`config.mk`:
```
export PLATFORM = sky130hd
export DESIGN_NAME = ffcp_link_top
export DESIGN_NICKNAME = d
export VERILOG_FILES = /design/src/logic/ffcp_pkg.sv /design/src/logic/ffcp_deframer.sv /design/src/logic/ffcp_framer.sv /design/src/logic/ffcp_link_top.sv /design/src/logic/ffcp_rx_server.sv /design/src/logic/ffcp_tx_queue.sv /design/src/logic/ffcp_tx_server.sv
export VERILOG_INCLUDE_DIRS = /design/src /design/src/include
export SDC_FILE = /design/constraint.sdc
export NUM_CORES = 1
export LEC_CHECK = 0
export ABC_AREA = 0
export BUFFER_PORTS_ARGS = -buffer_cell sky130_fd_sc_hd__buf_2
export CORE_MARGIN = 8
export CORE_UTILIZATION = 60
export CTS_BUF_LIST = sky130_fd_sc_hd__clkbuf_8
export DETAILED_ROUTE_END_ITERATION = 10
export PLACE_DENSITY_LB_ADDON = 0.1
export SKIP_LAST_GASP = 1
export SLEW_MARGIN = 15
export SYNTH_ARGS = -nofsm -noshare
export SYNTH_HDL_FRONTEND = slang
export SYNTH_SLANG_ARGS = --single-unit
```
`constraint.sdc`:
```
create_clock -name clk -period 5.5 [get_ports clk]
set_input_delay 0.825 -clock clk [delete_from_list [all_inputs] [get_ports clk]]
set_output_delay 0.825 -clock clk [all_outputs]
set_load 0.1 [all_outputs]
```
`src/include/ffcp_cfg.svh`:
```
// ==================================================
// FFCP link configuration macros
// window, packet buffer, payload and timeout sizes
// ==================================================

`ifndef FFCP_CFG_SVH
`define FFCP_CFG_SVH

// width of the frame index, indices wrap around at 2**FFCP_INDEX_LEN
`define FFCP_INDEX_LEN 6

// maximum number of unacked frames in flight
`define FFCP_WINDOW_LEN 8

// payload bytes carried by every syn or msg frame
`define FFCP_DATA_LEN 4

// packet buffer depth, has to be a power of two
`define PB_QUEUE_LEN 16
// occupancy at which the buffer stops taking payloads
`define PB_ALMOST_FULL 12

// idle cycles without an ack before rewinding to the window head
`define FFCP_RESEND_TIMEOUT 200
// cycles without any ack before restarting the link with a syn
`define FFCP_RESYN_TIMEOUT 2000

`endif

```
`src/logic/ffcp_pkg.sv`:
```
// ==================================================
// FFCP shared types
// frame type encoding, frame index, buffer pointer
// and link byte
// ==================================================

`include "ffcp_cfg.svh"

package ffcp_pkg;

	// frame type, sits in bits 7..6 of the metadata byte
	typedef enum logic [1:0] {
		ffcp_syn = 2'd0,
		ffcp_msg = 2'd1,
		ffcp_ack = 2'd2
	} ffcp_type_t;

	// frame index in bits 5..0 of the metadata byte, wraps around
	typedef logic [`FFCP_INDEX_LEN-1:0] ffcp_index_t;

	// position inside the packet buffer
	typedef logic [$clog2(`PB_QUEUE_LEN)-1:0] pb_ptr_t;

	typedef logic [7:0] byte_t;

endpackage

```
`src/logic/ffcp_deframer.sv`:
```
// ==================================================
// frame parser
// registers the link bytes and splits them into
// type, index and payload word
// ==================================================

`include "ffcp_cfg.svh"

module ffcp_deframer (
	input  logic                        clk,
	input  logic                        rst,
	input  logic                        link_valid,
	input  ffcp_pkg::byte_t             link_byte,
	output logic                        meta_valid,
	output ffcp_pkg::ffcp_type_t        meta_type,
	output ffcp_pkg::ffcp_index_t       meta_index,
	output logic                        frame_valid,
	output logic [`FFCP_DATA_LEN*8-1:0] frame_data
);
	import ffcp_pkg::*;

	localparam int w = `FFCP_DATA_LEN * 8;

	logic in_valid_q;
	byte_t in_byte_q;
	logic in_data;
	logic [$clog2(`FFCP_DATA_LEN)-1:0] cnt;
	logic [w-1:0] data_q;
	ffcp_type_t in_type;
	ffcp_index_t in_index;
	ffcp_type_t type_q;
	ffcp_index_t index_q;

	assign in_type = ffcp_type_t'(in_byte_q[7 -: 2]);
	assign in_index = in_byte_q[`FFCP_INDEX_LEN-1:0];

	// metadata fields stay valid until the payload is complete
	assign meta_valid = in_valid_q && !in_data;
	assign meta_type = in_data ? type_q : in_type;
	assign meta_index = in_data ? index_q : in_index;
	assign frame_valid = in_valid_q && in_data && cnt == `FFCP_DATA_LEN - 1;
	assign frame_data = {in_byte_q, data_q[w-1:8]};

	always_ff @(posedge clk) begin
		if (rst) begin
			in_valid_q <= 1'b0;
			in_data <= 1'b0;
			cnt <= '0;
		end else begin
			in_valid_q <= link_valid;
			if (in_valid_q && !in_data) begin
				// an ack has no payload, so stay on metadata
				in_data <= in_type != ffcp_ack;
				cnt <= '0;
			end else if (in_valid_q) begin
				if (cnt == `FFCP_DATA_LEN - 1) begin
					in_data <= 1'b0;
				end
				cnt <= cnt + 1'b1;
			end
		end
	end

	always_ff @(posedge clk) begin
		in_byte_q <= link_byte;
		if (meta_valid) begin
			type_q <= in_type;
			index_q <= in_index;
		end
		if (in_valid_q && in_data) begin
			data_q <= {in_byte_q, data_q[w-1:8]};
		end
	end

endmodule

```
`src/logic/ffcp_framer.sv`:
```
// ==================================================
// frame serializer
// one metadata byte, then the payload bytes unless
// the frame is an ack
// ==================================================

`include "ffcp_cfg.svh"

module ffcp_framer (
	input  logic                        clk,
	input  logic                        rst,
	input  logic                        issue,
	input  ffcp_pkg::ffcp_type_t        issue_type,
	input  ffcp_pkg::ffcp_index_t       issue_index,
	input  logic [`FFCP_DATA_LEN*8-1:0] payload,
	output logic                        busy,
	output logic                        link_valid,
	output ffcp_pkg::byte_t             link_byte
);
	import ffcp_pkg::*;

	localparam int cnt_w = $clog2(`FFCP_DATA_LEN + 1);

	logic active;
	logic is_ack;
	logic last;
	logic [cnt_w-1:0] cnt;
	logic [`FFCP_DATA_LEN*8-1:0] pay_q;

	assign busy = active;
	// cnt holds the number of payload bytes already on the link
	assign last = is_ack || cnt == `FFCP_DATA_LEN;

	always_ff @(posedge clk) begin
		if (rst) begin
			active <= 1'b0;
			is_ack <= 1'b0;
			link_valid <= 1'b0;
			cnt <= '0;
		end else if (!active) begin
			if (issue) begin
				active <= 1'b1;
				is_ack <= issue_type == ffcp_ack;
				link_valid <= 1'b1;
				cnt <= '0;
			end
		end else if (last) begin
			active <= 1'b0;
			link_valid <= 1'b0;
		end else begin
			cnt <= cnt + 1'b1;
		end
	end

	// byte 0 of the payload goes out first
	always_ff @(posedge clk) begin
		if (!active && issue) begin
			link_byte <= {issue_type, issue_index};
			pay_q <= payload;
		end else if (active && !last) begin
			link_byte <= pay_q[7:0];
			pay_q <= pay_q >> 8;
		end
	end

endmodule

```
`src/logic/ffcp_link_top.sv`:
```
// ==================================================
// FFCP link top level
// transmit end, receive end and the two byte links
// ==================================================

`include "ffcp_cfg.svh"

module ffcp_link_top (
	input  logic                        clk,
	input  logic                        rst,
	input  logic                        pkt_valid,
	input  logic [`FFCP_DATA_LEN*8-1:0] pkt_data,
	output logic                        pkt_ready,
	output logic                        dlink_out_valid,
	output ffcp_pkg::byte_t             dlink_out_byte,
	input  logic                        dlink_in_valid,
	input  ffcp_pkg::byte_t             dlink_in_byte,
	output logic                        alink_out_valid,
	output ffcp_pkg::byte_t             alink_out_byte,
	input  logic                        alink_in_valid,
	input  ffcp_pkg::byte_t             alink_in_byte,
	output logic                        deliver_valid,
	output ffcp_pkg::ffcp_index_t       deliver_index,
	output logic [`FFCP_DATA_LEN*8-1:0] deliver_data
);
	import ffcp_pkg::*;

	pb_ptr_t pb_head;
	pb_ptr_t pb_tail;
	pb_ptr_t issue_pos;
	pb_ptr_t new_head;
	logic head_load;
	logic issue;
	logic data_busy;
	ffcp_type_t issue_type;
	ffcp_index_t issue_index;
	logic [`FFCP_DATA_LEN*8-1:0] rd_data;
	logic ack_valid;
	ffcp_index_t ack_in_index;
	logic frame_valid;
	ffcp_type_t frame_type;
	ffcp_index_t frame_index;
	logic [`FFCP_DATA_LEN*8-1:0] frame_data;
	logic ack_issue;
	logic ack_busy;
	ffcp_index_t ack_out_index;

	ffcp_tx_queue tx_queue_i (
		.clk(clk), .rst(rst),
		.wr_en(pkt_valid), .wr_data(pkt_data),
		.head_load(head_load), .new_head(new_head),
		.rd_pos(issue_pos), .rd_data(rd_data),
		.head(pb_head), .tail(pb_tail), .ready(pkt_ready)
	);

	ffcp_tx_server tx_server_i (
		.clk(clk), .rst(rst),
		.pb_head(pb_head), .pb_tail(pb_tail),
		.ack_valid(ack_valid), .ack_index(ack_in_index),
		.busy(data_busy),
		.issue(issue), .issue_type(issue_type), .issue_index(issue_index),
		.issue_pos(issue_pos), .head_load(head_load), .new_head(new_head)
	);

	ffcp_framer data_framer_i (
		.clk(clk), .rst(rst),
		.issue(issue), .issue_type(issue_type), .issue_index(issue_index),
		.payload(rd_data), .busy(data_busy),
		.link_valid(dlink_out_valid), .link_byte(dlink_out_byte)
	);

	// only ack frames travel on the ack link
	ffcp_deframer ack_deframer_i (
		.clk(clk), .rst(rst),
		.link_valid(alink_in_valid), .link_byte(alink_in_byte),
		.meta_valid(ack_valid), .meta_type(), .meta_index(ack_in_index),
		.frame_valid(), .frame_data()
	);

	ffcp_deframer data_deframer_i (
		.clk(clk), .rst(rst),
		.link_valid(dlink_in_valid), .link_byte(dlink_in_byte),
		.meta_valid(), .meta_type(frame_type), .meta_index(frame_index),
		.frame_valid(frame_valid), .frame_data(frame_data)
	);

	ffcp_rx_server rx_server_i (
		.clk(clk), .rst(rst),
		.frame_valid(frame_valid), .frame_type(frame_type),
		.frame_index(frame_index), .frame_data(frame_data),
		.ack_busy(ack_busy),
		.deliver_valid(deliver_valid), .deliver_index(deliver_index),
		.deliver_data(deliver_data),
		.ack_issue(ack_issue), .ack_index(ack_out_index)
	);

	ffcp_framer ack_framer_i (
		.clk(clk), .rst(rst),
		.issue(ack_issue), .issue_type(ffcp_ack), .issue_index(ack_out_index),
		.payload('0), .busy(ack_busy),
		.link_valid(alink_out_valid), .link_byte(alink_out_byte)
	);

endmodule

```
`src/logic/ffcp_rx_server.sv`:
```
// ==================================================
// receive server of the FFCP link
// in-order acceptance, payload delivery and
// cumulative ack requests
// ==================================================

`include "ffcp_cfg.svh"

module ffcp_rx_server (
	input  logic                        clk,
	input  logic                        rst,
	input  logic                        frame_valid,
	input  ffcp_pkg::ffcp_type_t        frame_type,
	input  ffcp_pkg::ffcp_index_t       frame_index,
	input  logic [`FFCP_DATA_LEN*8-1:0] frame_data,
	input  logic                        ack_busy,
	output logic                        deliver_valid,
	output ffcp_pkg::ffcp_index_t       deliver_index,
	output logic [`FFCP_DATA_LEN*8-1:0] deliver_data,
	output logic                        ack_issue,
	output ffcp_pkg::ffcp_index_t       ack_index
);
	import ffcp_pkg::*;

	ffcp_index_t expected;
	ffcp_index_t behind;
	logic ack_pending;
	logic ack_send;
	logic accept;
	logic dup;
	logic discard;

	// a syn always restarts the sequence, a msg must be the next index
	assign accept = frame_valid && (frame_type == ffcp_syn
		|| (frame_type == ffcp_msg && frame_index == expected));

	// frames already delivered are re-acked so a lost ack gets replaced
	assign behind = expected - frame_index;
	assign dup = frame_valid && frame_type == ffcp_msg
		&& behind != '0 && behind <= `FFCP_WINDOW_LEN;
	assign discard = frame_valid && !accept;

	assign ack_send = ack_pending && !ack_busy && !ack_issue;

	always_ff @(posedge clk) begin
		if (rst) begin
			expected <= '0;
			deliver_valid <= 1'b0;
			ack_pending <= 1'b0;
			ack_issue <= 1'b0;
		end else begin
			deliver_valid <= accept;
			ack_issue <= ack_send;
			if (accept) begin
				expected <= (frame_type == ffcp_syn) ? ffcp_index_t'(1) : expected + 1'b1;
			end
			if (ack_send) begin
				ack_pending <= 1'b0;
			end
			if (accept || dup) begin
				ack_pending <= 1'b1;
			end
		end
	end

	always_ff @(posedge clk) begin
		if (accept) begin
			deliver_index <= frame_index;
			deliver_data <= frame_data;
		end
		// the ack carries the next index the receiver wants
		if (ack_send) begin
			ack_index <= expected;
		end
	end

	// frames arrive at least a full frame apart on the data link
	a_no_overlap: assert property (@(posedge clk) disable iff (rst)
		deliver_valid |-> !discard);

endmodule

```
`src/logic/ffcp_tx_queue.sv`:
```
// ==================================================
// packet buffer of the transmit end
// payload storage, head and tail pointers, ready flag
// ==================================================

`include "ffcp_cfg.svh"

module ffcp_tx_queue (
	input  logic                         clk,
	input  logic                         rst,
	input  logic                         wr_en,
	input  logic [`FFCP_DATA_LEN*8-1:0]  wr_data,
	input  logic                         head_load,
	input  ffcp_pkg::pb_ptr_t            new_head,
	input  ffcp_pkg::pb_ptr_t            rd_pos,
	output logic [`FFCP_DATA_LEN*8-1:0]  rd_data,
	output ffcp_pkg::pb_ptr_t            head,
	output ffcp_pkg::pb_ptr_t            tail,
	output logic                         ready
);
	import ffcp_pkg::*;

	logic [`FFCP_DATA_LEN*8-1:0] mem [`PB_QUEUE_LEN];
	pb_ptr_t fill;
	logic wr_fire;

	// entries between head and tail are waiting for an ack
	assign fill = tail - head;
	assign ready = fill < `PB_ALMOST_FULL;
	assign wr_fire = wr_en && ready;
	assign rd_data = mem[rd_pos];

	always_ff @(posedge clk) begin
		if (wr_fire) begin
			mem[tail] <= wr_data;
		end
	end

	// the head only moves by a load from an accepted ack
	always_ff @(posedge clk) begin
		if (rst) begin
			head <= '0;
			tail <= '0;
		end else begin
			if (head_load) begin
				head <= new_head;
			end
			if (wr_fire) begin
				tail <= tail + 1'b1;
			end
		end
	end

	// the user offers a payload only while the buffer is ready
	a_no_write_full: assert property (@(posedge clk) disable iff (rst)
		wr_en |-> ready);

	// acks from the receive end only release entries that were written
	a_head_in_range: assert property (@(posedge clk) disable iff (rst)
		head_load |-> pb_ptr_t'(new_head - head) <= fill);

endmodule

```
`src/logic/ffcp_tx_server.sv`:
```
// ==================================================
// transmit server of the FFCP link
// sliding window, resend and resync timers,
// frame issue requests to the data framer
// ==================================================

`include "ffcp_cfg.svh"

module ffcp_tx_server (
	input  logic                  clk,
	input  logic                  rst,
	input  ffcp_pkg::pb_ptr_t     pb_head,
	input  ffcp_pkg::pb_ptr_t     pb_tail,
	input  logic                  ack_valid,
	input  ffcp_pkg::ffcp_index_t ack_index,
	input  logic                  busy,
	output logic                  issue,
	output ffcp_pkg::ffcp_type_t  issue_type,
	output ffcp_pkg::ffcp_index_t issue_index,
	output ffcp_pkg::pb_ptr_t     issue_pos,
	output logic                  head_load,
	output ffcp_pkg::pb_ptr_t     new_head
);
	import ffcp_pkg::*;

	localparam int resend_w = $clog2(`FFCP_RESEND_TIMEOUT + 1);
	localparam int resync_w = $clog2(`FFCP_RESYN_TIMEOUT + 1);

	ffcp_index_t win_head;
	ffcp_index_t curr_index;
	ffcp_index_t outstanding;
	ffcp_index_t ack_offset;
	pb_ptr_t pending;
	logic syn_flag;
	logic ack_accept;
	logic resend_fire;
	logic resync_fire;
	logic [resend_w-1:0] resend_cnt;
	logic [resync_w-1:0] resync_cnt;

	// win_head maps onto pb_head, so every index has a fixed buffer slot
	assign outstanding = curr_index - win_head;
	assign pending = pb_tail - pb_head;
	assign ack_offset = ack_index - win_head;

	// wraparound distance keeps stale and far-ahead acks out
	assign ack_accept = ack_valid && ack_offset <= `FFCP_WINDOW_LEN
		&& ack_offset <= ffcp_index_t'(pending);

	assign issue = !busy && outstanding < `FFCP_WINDOW_LEN
		&& outstanding < ffcp_index_t'(pending);
	assign issue_type = (syn_flag && curr_index == '0) ? ffcp_syn : ffcp_msg;
	assign issue_index = curr_index;
	assign issue_pos = pb_ptr_t'(outstanding) + pb_head;

	assign head_load = ack_accept;
	assign new_head = pb_ptr_t'(ack_offset) + pb_head;

	assign resend_fire = !ack_accept && resend_cnt == `FFCP_RESEND_TIMEOUT - 1;
	assign resync_fire = !ack_accept && resync_cnt == `FFCP_RESYN_TIMEOUT - 1;

	always_ff @(posedge clk) begin
		if (rst || resync_fire) begin
			win_head <= '0;
			curr_index <= '0;
			syn_flag <= 1'b1;
		end else begin
			if (ack_accept) begin
				win_head <= ack_index;
				syn_flag <= 1'b0;
			end
			// an ack past the current index means those frames got through
			if (ack_accept && ack_offset > outstanding) begin
				curr_index <= ack_index;
			end else if (issue) begin
				curr_index <= curr_index + 1'b1;
			end else if (resend_fire) begin
				curr_index <= win_head;
			end
		end
	end

	// resend timer runs only while frames are in flight
	always_ff @(posedge clk) begin
		if (rst || resync_fire || resend_fire || ack_accept || outstanding == '0) begin
			resend_cnt <= '0;
		end else begin
			resend_cnt <= resend_cnt + 1'b1;
		end
	end

	// rewinds do not restart this one, only an ack or an empty buffer does
	always_ff @(posedge clk) begin
		if (rst || resync_fire || ack_accept || pending == '0) begin
			resync_cnt <= '0;
		end else begin
			resync_cnt <= resync_cnt + 1'b1;
		end
	end

	// the framer takes every issue and reports busy right after it
	a_issue_taken: assert property (@(posedge clk) disable iff (rst)
		issue |=> busy);

endmodule

```
==> impl_results.md <==
- IO Port Bufs: 109
- Clock tree buffer depth: 3
- Fin crit period: 4.98 ns
- Slew HR: 30.5%
- Power, Total: 13.4 mW
- VDD IR max: 0.259 mV
- Highest clock rate: 201 MHz
- Number of global-route vias before repair: 14800
- Asr flop ratio synth: 0%
- First-pass GRT wire length: 88500 um
- Clk slew on worst S/H paths: 0.06 ns
- Die Wd: 234 um
- Final TNS setup: 0 ns
- Grt met1 use: 28.7%
- Maxcap violations: 0
- DRT Wirelength: 58500 um
- Initial core utilization: 60.2%
- Final hold violation count: 0
- I/O pin total: 111
- Run status: finished clean
- Worst-path cell chain: mux2_2 -> ha_1 -> nand2_1 -> o21ai_0 -> xor2_1 -> ha_1 -> and4b_1 -> a211oi_1 -> o21ai_0 -> a32oi_2 -> nand3_2 -> o21ba_2 -> a211o_1 -> o32ai_1
- CTS Root Buffer Type: clkbuf_8
- Htree depth: 3
- FF-to-FF End: tx_server_i.issue_index[5]
- Starting DRT DRC Count: 1260
- Worst setup path category: flop to flop
- Clk sinks: 725
- CP Max Fanout: 31
- Routed vias: 14400
- Post-CTS Setup Inserts: 0
- CTS resizes: 0
- Initial antenna violation count: 2
- CP bufs+invs: 0
- Final Max Slew Viols: 0
- Total congestion overflow: 0
- Cell Area, Synth: 0.0285 mm2
- Slowest CP cell: dfxtp_1
- DR WL/cell: 24.2 um
- Gpl congestion: 0.829
- Hold crit path type: primary input to flop
- CP delay by family, top: compound AO/OA/AOI/OAI gates
- Clk_lat worst skew: 0.71 ns
- Cells after Synth: 1531
- Top Usage Layer GRT: met2
- Sequential share of the synthesized area: 73.5%
- Worst path depth: 14
- CTS tree: yes
- Final Cycle Share: 90.6%
- GR Util met3: 4.80%
- Crit path launch: ack_deframer_i.in_data
- Pre-Repair DR Iteration Count: 6
- Die span in y: 234 um
- Die footprint: 0.0547 mm2
- Crit-path max cell delay: 0.58 ns
- Vias per cell: 5.95
- Netlist cell types: 73
- Worst Setup End Kind: flop
- Slew at the pin closest to its max-slew limit: 1.04 ns
- Routing usage on met2: 35.9%
- Largest net degree at the start of global routing: 50
- Mapped Nets: 1642
- Power per cell area: 419 mW/mm2
- Remaining DRCs: 0
- RSZ-0062 raised after global routing: false
- Share of post-route cells with drive strength above 1: 26.3%
- FF+latch count, synth: 725
- All-layer global routing usage: 21.9%
- Std cell rows: 80
- Mean Syn Cell Area: 18.6 um2
- Worst r2r src: ack_deframer_i.in_data
- Core area: 0.0473 mm2
- Reg2reg setup slack: 0.52 ns
- Post-synth EDFFs: 640
- WP data arrival: 5.59 ns
- CP required: 6.11 ns
- P&R area growth vs syn: 12.1%
- Hold slack: 0.215 ns
- Final layout net count: 1833
- YS warnings: 0
- Worst Setup EP: tx_server_i.issue_index[5]
- Total CTS buffers: 111
- DP Wirelength: 32900 um
- Final setup fails: 0
- Routed Antenna Nets: 0
- Final Skew: 0.0207 ns
- Static Leak: 10.9 nW
- Cts hold-fix bufs: 0
- Worst R2R Path Depth: 14
- Startpoint types: flop
- Top FF cell, synth: edfxtp_1
worst min path at each step:
stage | start | to | cells past startpoint
final | alink_in_byte[1] | ack_deframer_i.in_byte_q[1] | 1
after global routing | alink_in_byte[1] | ack_deframer_i.in_byte_q[1] | 1
after CTS | alink_in_byte[1] | ack_deframer_i.in_byte_q[1] | 1
after detailed placement | data_deframer_i.data_q[8] | rx_server_i.deliver_data[0] | 0
after global placement | data_deframer_i.data_q[8] | rx_server_i.deliver_data[0] | 0
after floorplan | data_deframer_i.data_q[8] | rx_server_i.deliver_data[0] | 0
final cells by class:
class                   count  area (um2)
repair buffers            140         853
flip-flops and latches    725       20900
well taps                 615         769
multi-input cells         701        7270
clock inverters            76         324
inverters                  43         161
diodes                      1        2.50
fillers                  3245       15400
clock buffers             118        1620
metal layers:
layer  wire length, um  share of wire (%)
met4              1670                2.9
met5                27              0.046
met1             24000                 41
met2             29000                 50
met3              3790                6.5
worst register-to-register path: cells and delay by family, from the launching register on:
| kind | cells | cell delay [ns] |
|---|---|---|
| adder cells (fa/ha/maj) | 2 | 0.74 |
| AND/OR/NAND/NOR | 3 | 0.78 |
| AO/OA/AOI/OAI | 7 | 1.90 |
| XOR/XNOR | 1 | 0.47 |
| multiplexers | 1 | 0.43 |
| flip-flops | 1 | 0.58 |
sequential cells by signal, summed over array words and instances (netlist names), 4 cells and up:
register	flops
rx_server_i.ack_index	6
ack_framer_i.link_byte	7
rx_server_i.deliver_index	6
tx_server_i.resend_cnt	8
data_framer_i.link_byte	8
tx_server_i.resync_cnt	11
ack_deframer_i.index_q	6
tx_server_i.issue_index	6
data_deframer_i.data_q	24
data_framer_i.pay_q	32
rx_server_i.expected	6
tx_queue_i.head	4
data_deframer_i.index_q	6
tx_queue_i.tail	4
ack_deframer_i.in_byte_q	8
rx_server_i.deliver_data	32
tx_queue_i.mem	512
tx_server_i.win_head	6
data_deframer_i.in_byte_q	8
stage by stage:
stage	cells	area (um2)	setup WS (ns)	util (%)
after global routing	2418	31900	0.170	67.4
after CTS	2418	31900	0.564	67.4
after global placement	2224	30000	0.782	63.3
after detailed placement	2224	30000	0.570	63.3
final	2419	31900	0.517	67.4
after floorplan	1531	28500	0.893	-
where the power goes:
group	internal (mW)	switching, mW
registers	6.40	0.121
logic	1.19	1.75
clock network	1.96	1.97
Yosys cell counts, drive strengths merged (3+ instances only):
library cell / count / area [um2]
mux4: 152 / 3420
xor2: 22 / 193
inv: 43 / 161
fa: 5 / 100
a211o: 3 / 26.3
nor2b: 16 / 100
nand4: 7 / 50.1
or4: 3 / 23.8
nand2b: 6 / 37.5
clkbuf: 41 / 174
a31oi: 4 / 25.0
and3: 8 / 51.3
o21ai: 13 / 65.1
ha: 53 / 663
or3: 3 / 20.0
or2: 3 / 18.8
nor2: 83 / 312
a21oi: 33 / 165
a21o: 12 / 90.1
a311oi: 3 / 26.3
nor3: 8 / 40.0
nand3: 21 / 110
a41oi: 4 / 35.0
and2: 10 / 62.6
nand2: 115 / 432
buf: 21 / 110
xnor2: 25 / 219
edfxtp: 640 / 19200
a211oi: 22 / 165
mux2i: 21 / 210
mux2: 9 / 101
dfxtp: 85 / 1700
cell usage in the layout (no fill, tap or decap), types with 4 or more instances in the layout:
cell	n
nor2b_1	16
mux2i_1	21
xor2_1	22
nor2_1	71
o21ai_0	13
mux2_2	9
a41oi_1	4
nor3_2	4
and3_1	7
nand4_1	6
edfxtp_1	640
a21o_1	12
buf_2	109
clkbuf_8	118
buf_12	6
ha_1	52
nor2_4	12
and2_1	9
inv_1	82
buf_4	25
fa_1	4
a211oi_1	22
nand2b_1	6
mux4_2	152
clkinv_1	25
clkinv_2	6
a21oi_1	33
nand2_1	114
nand3_1	20
a31oi_1	4
nor3_1	4
xnor2_1	23
dfxtp_1	85
kinds of logic after synthesis:
group | synth area share [%]
simple gates | 4.90
other cells | 0.0132
mux | 13.1
flops | 73.5
compound gates | 2.82
xor+xnor | 1.45
buf+inv | 1.56
fa+ha+maj | 2.68
No activity file was read; power rests on OpenSTA's default activity.
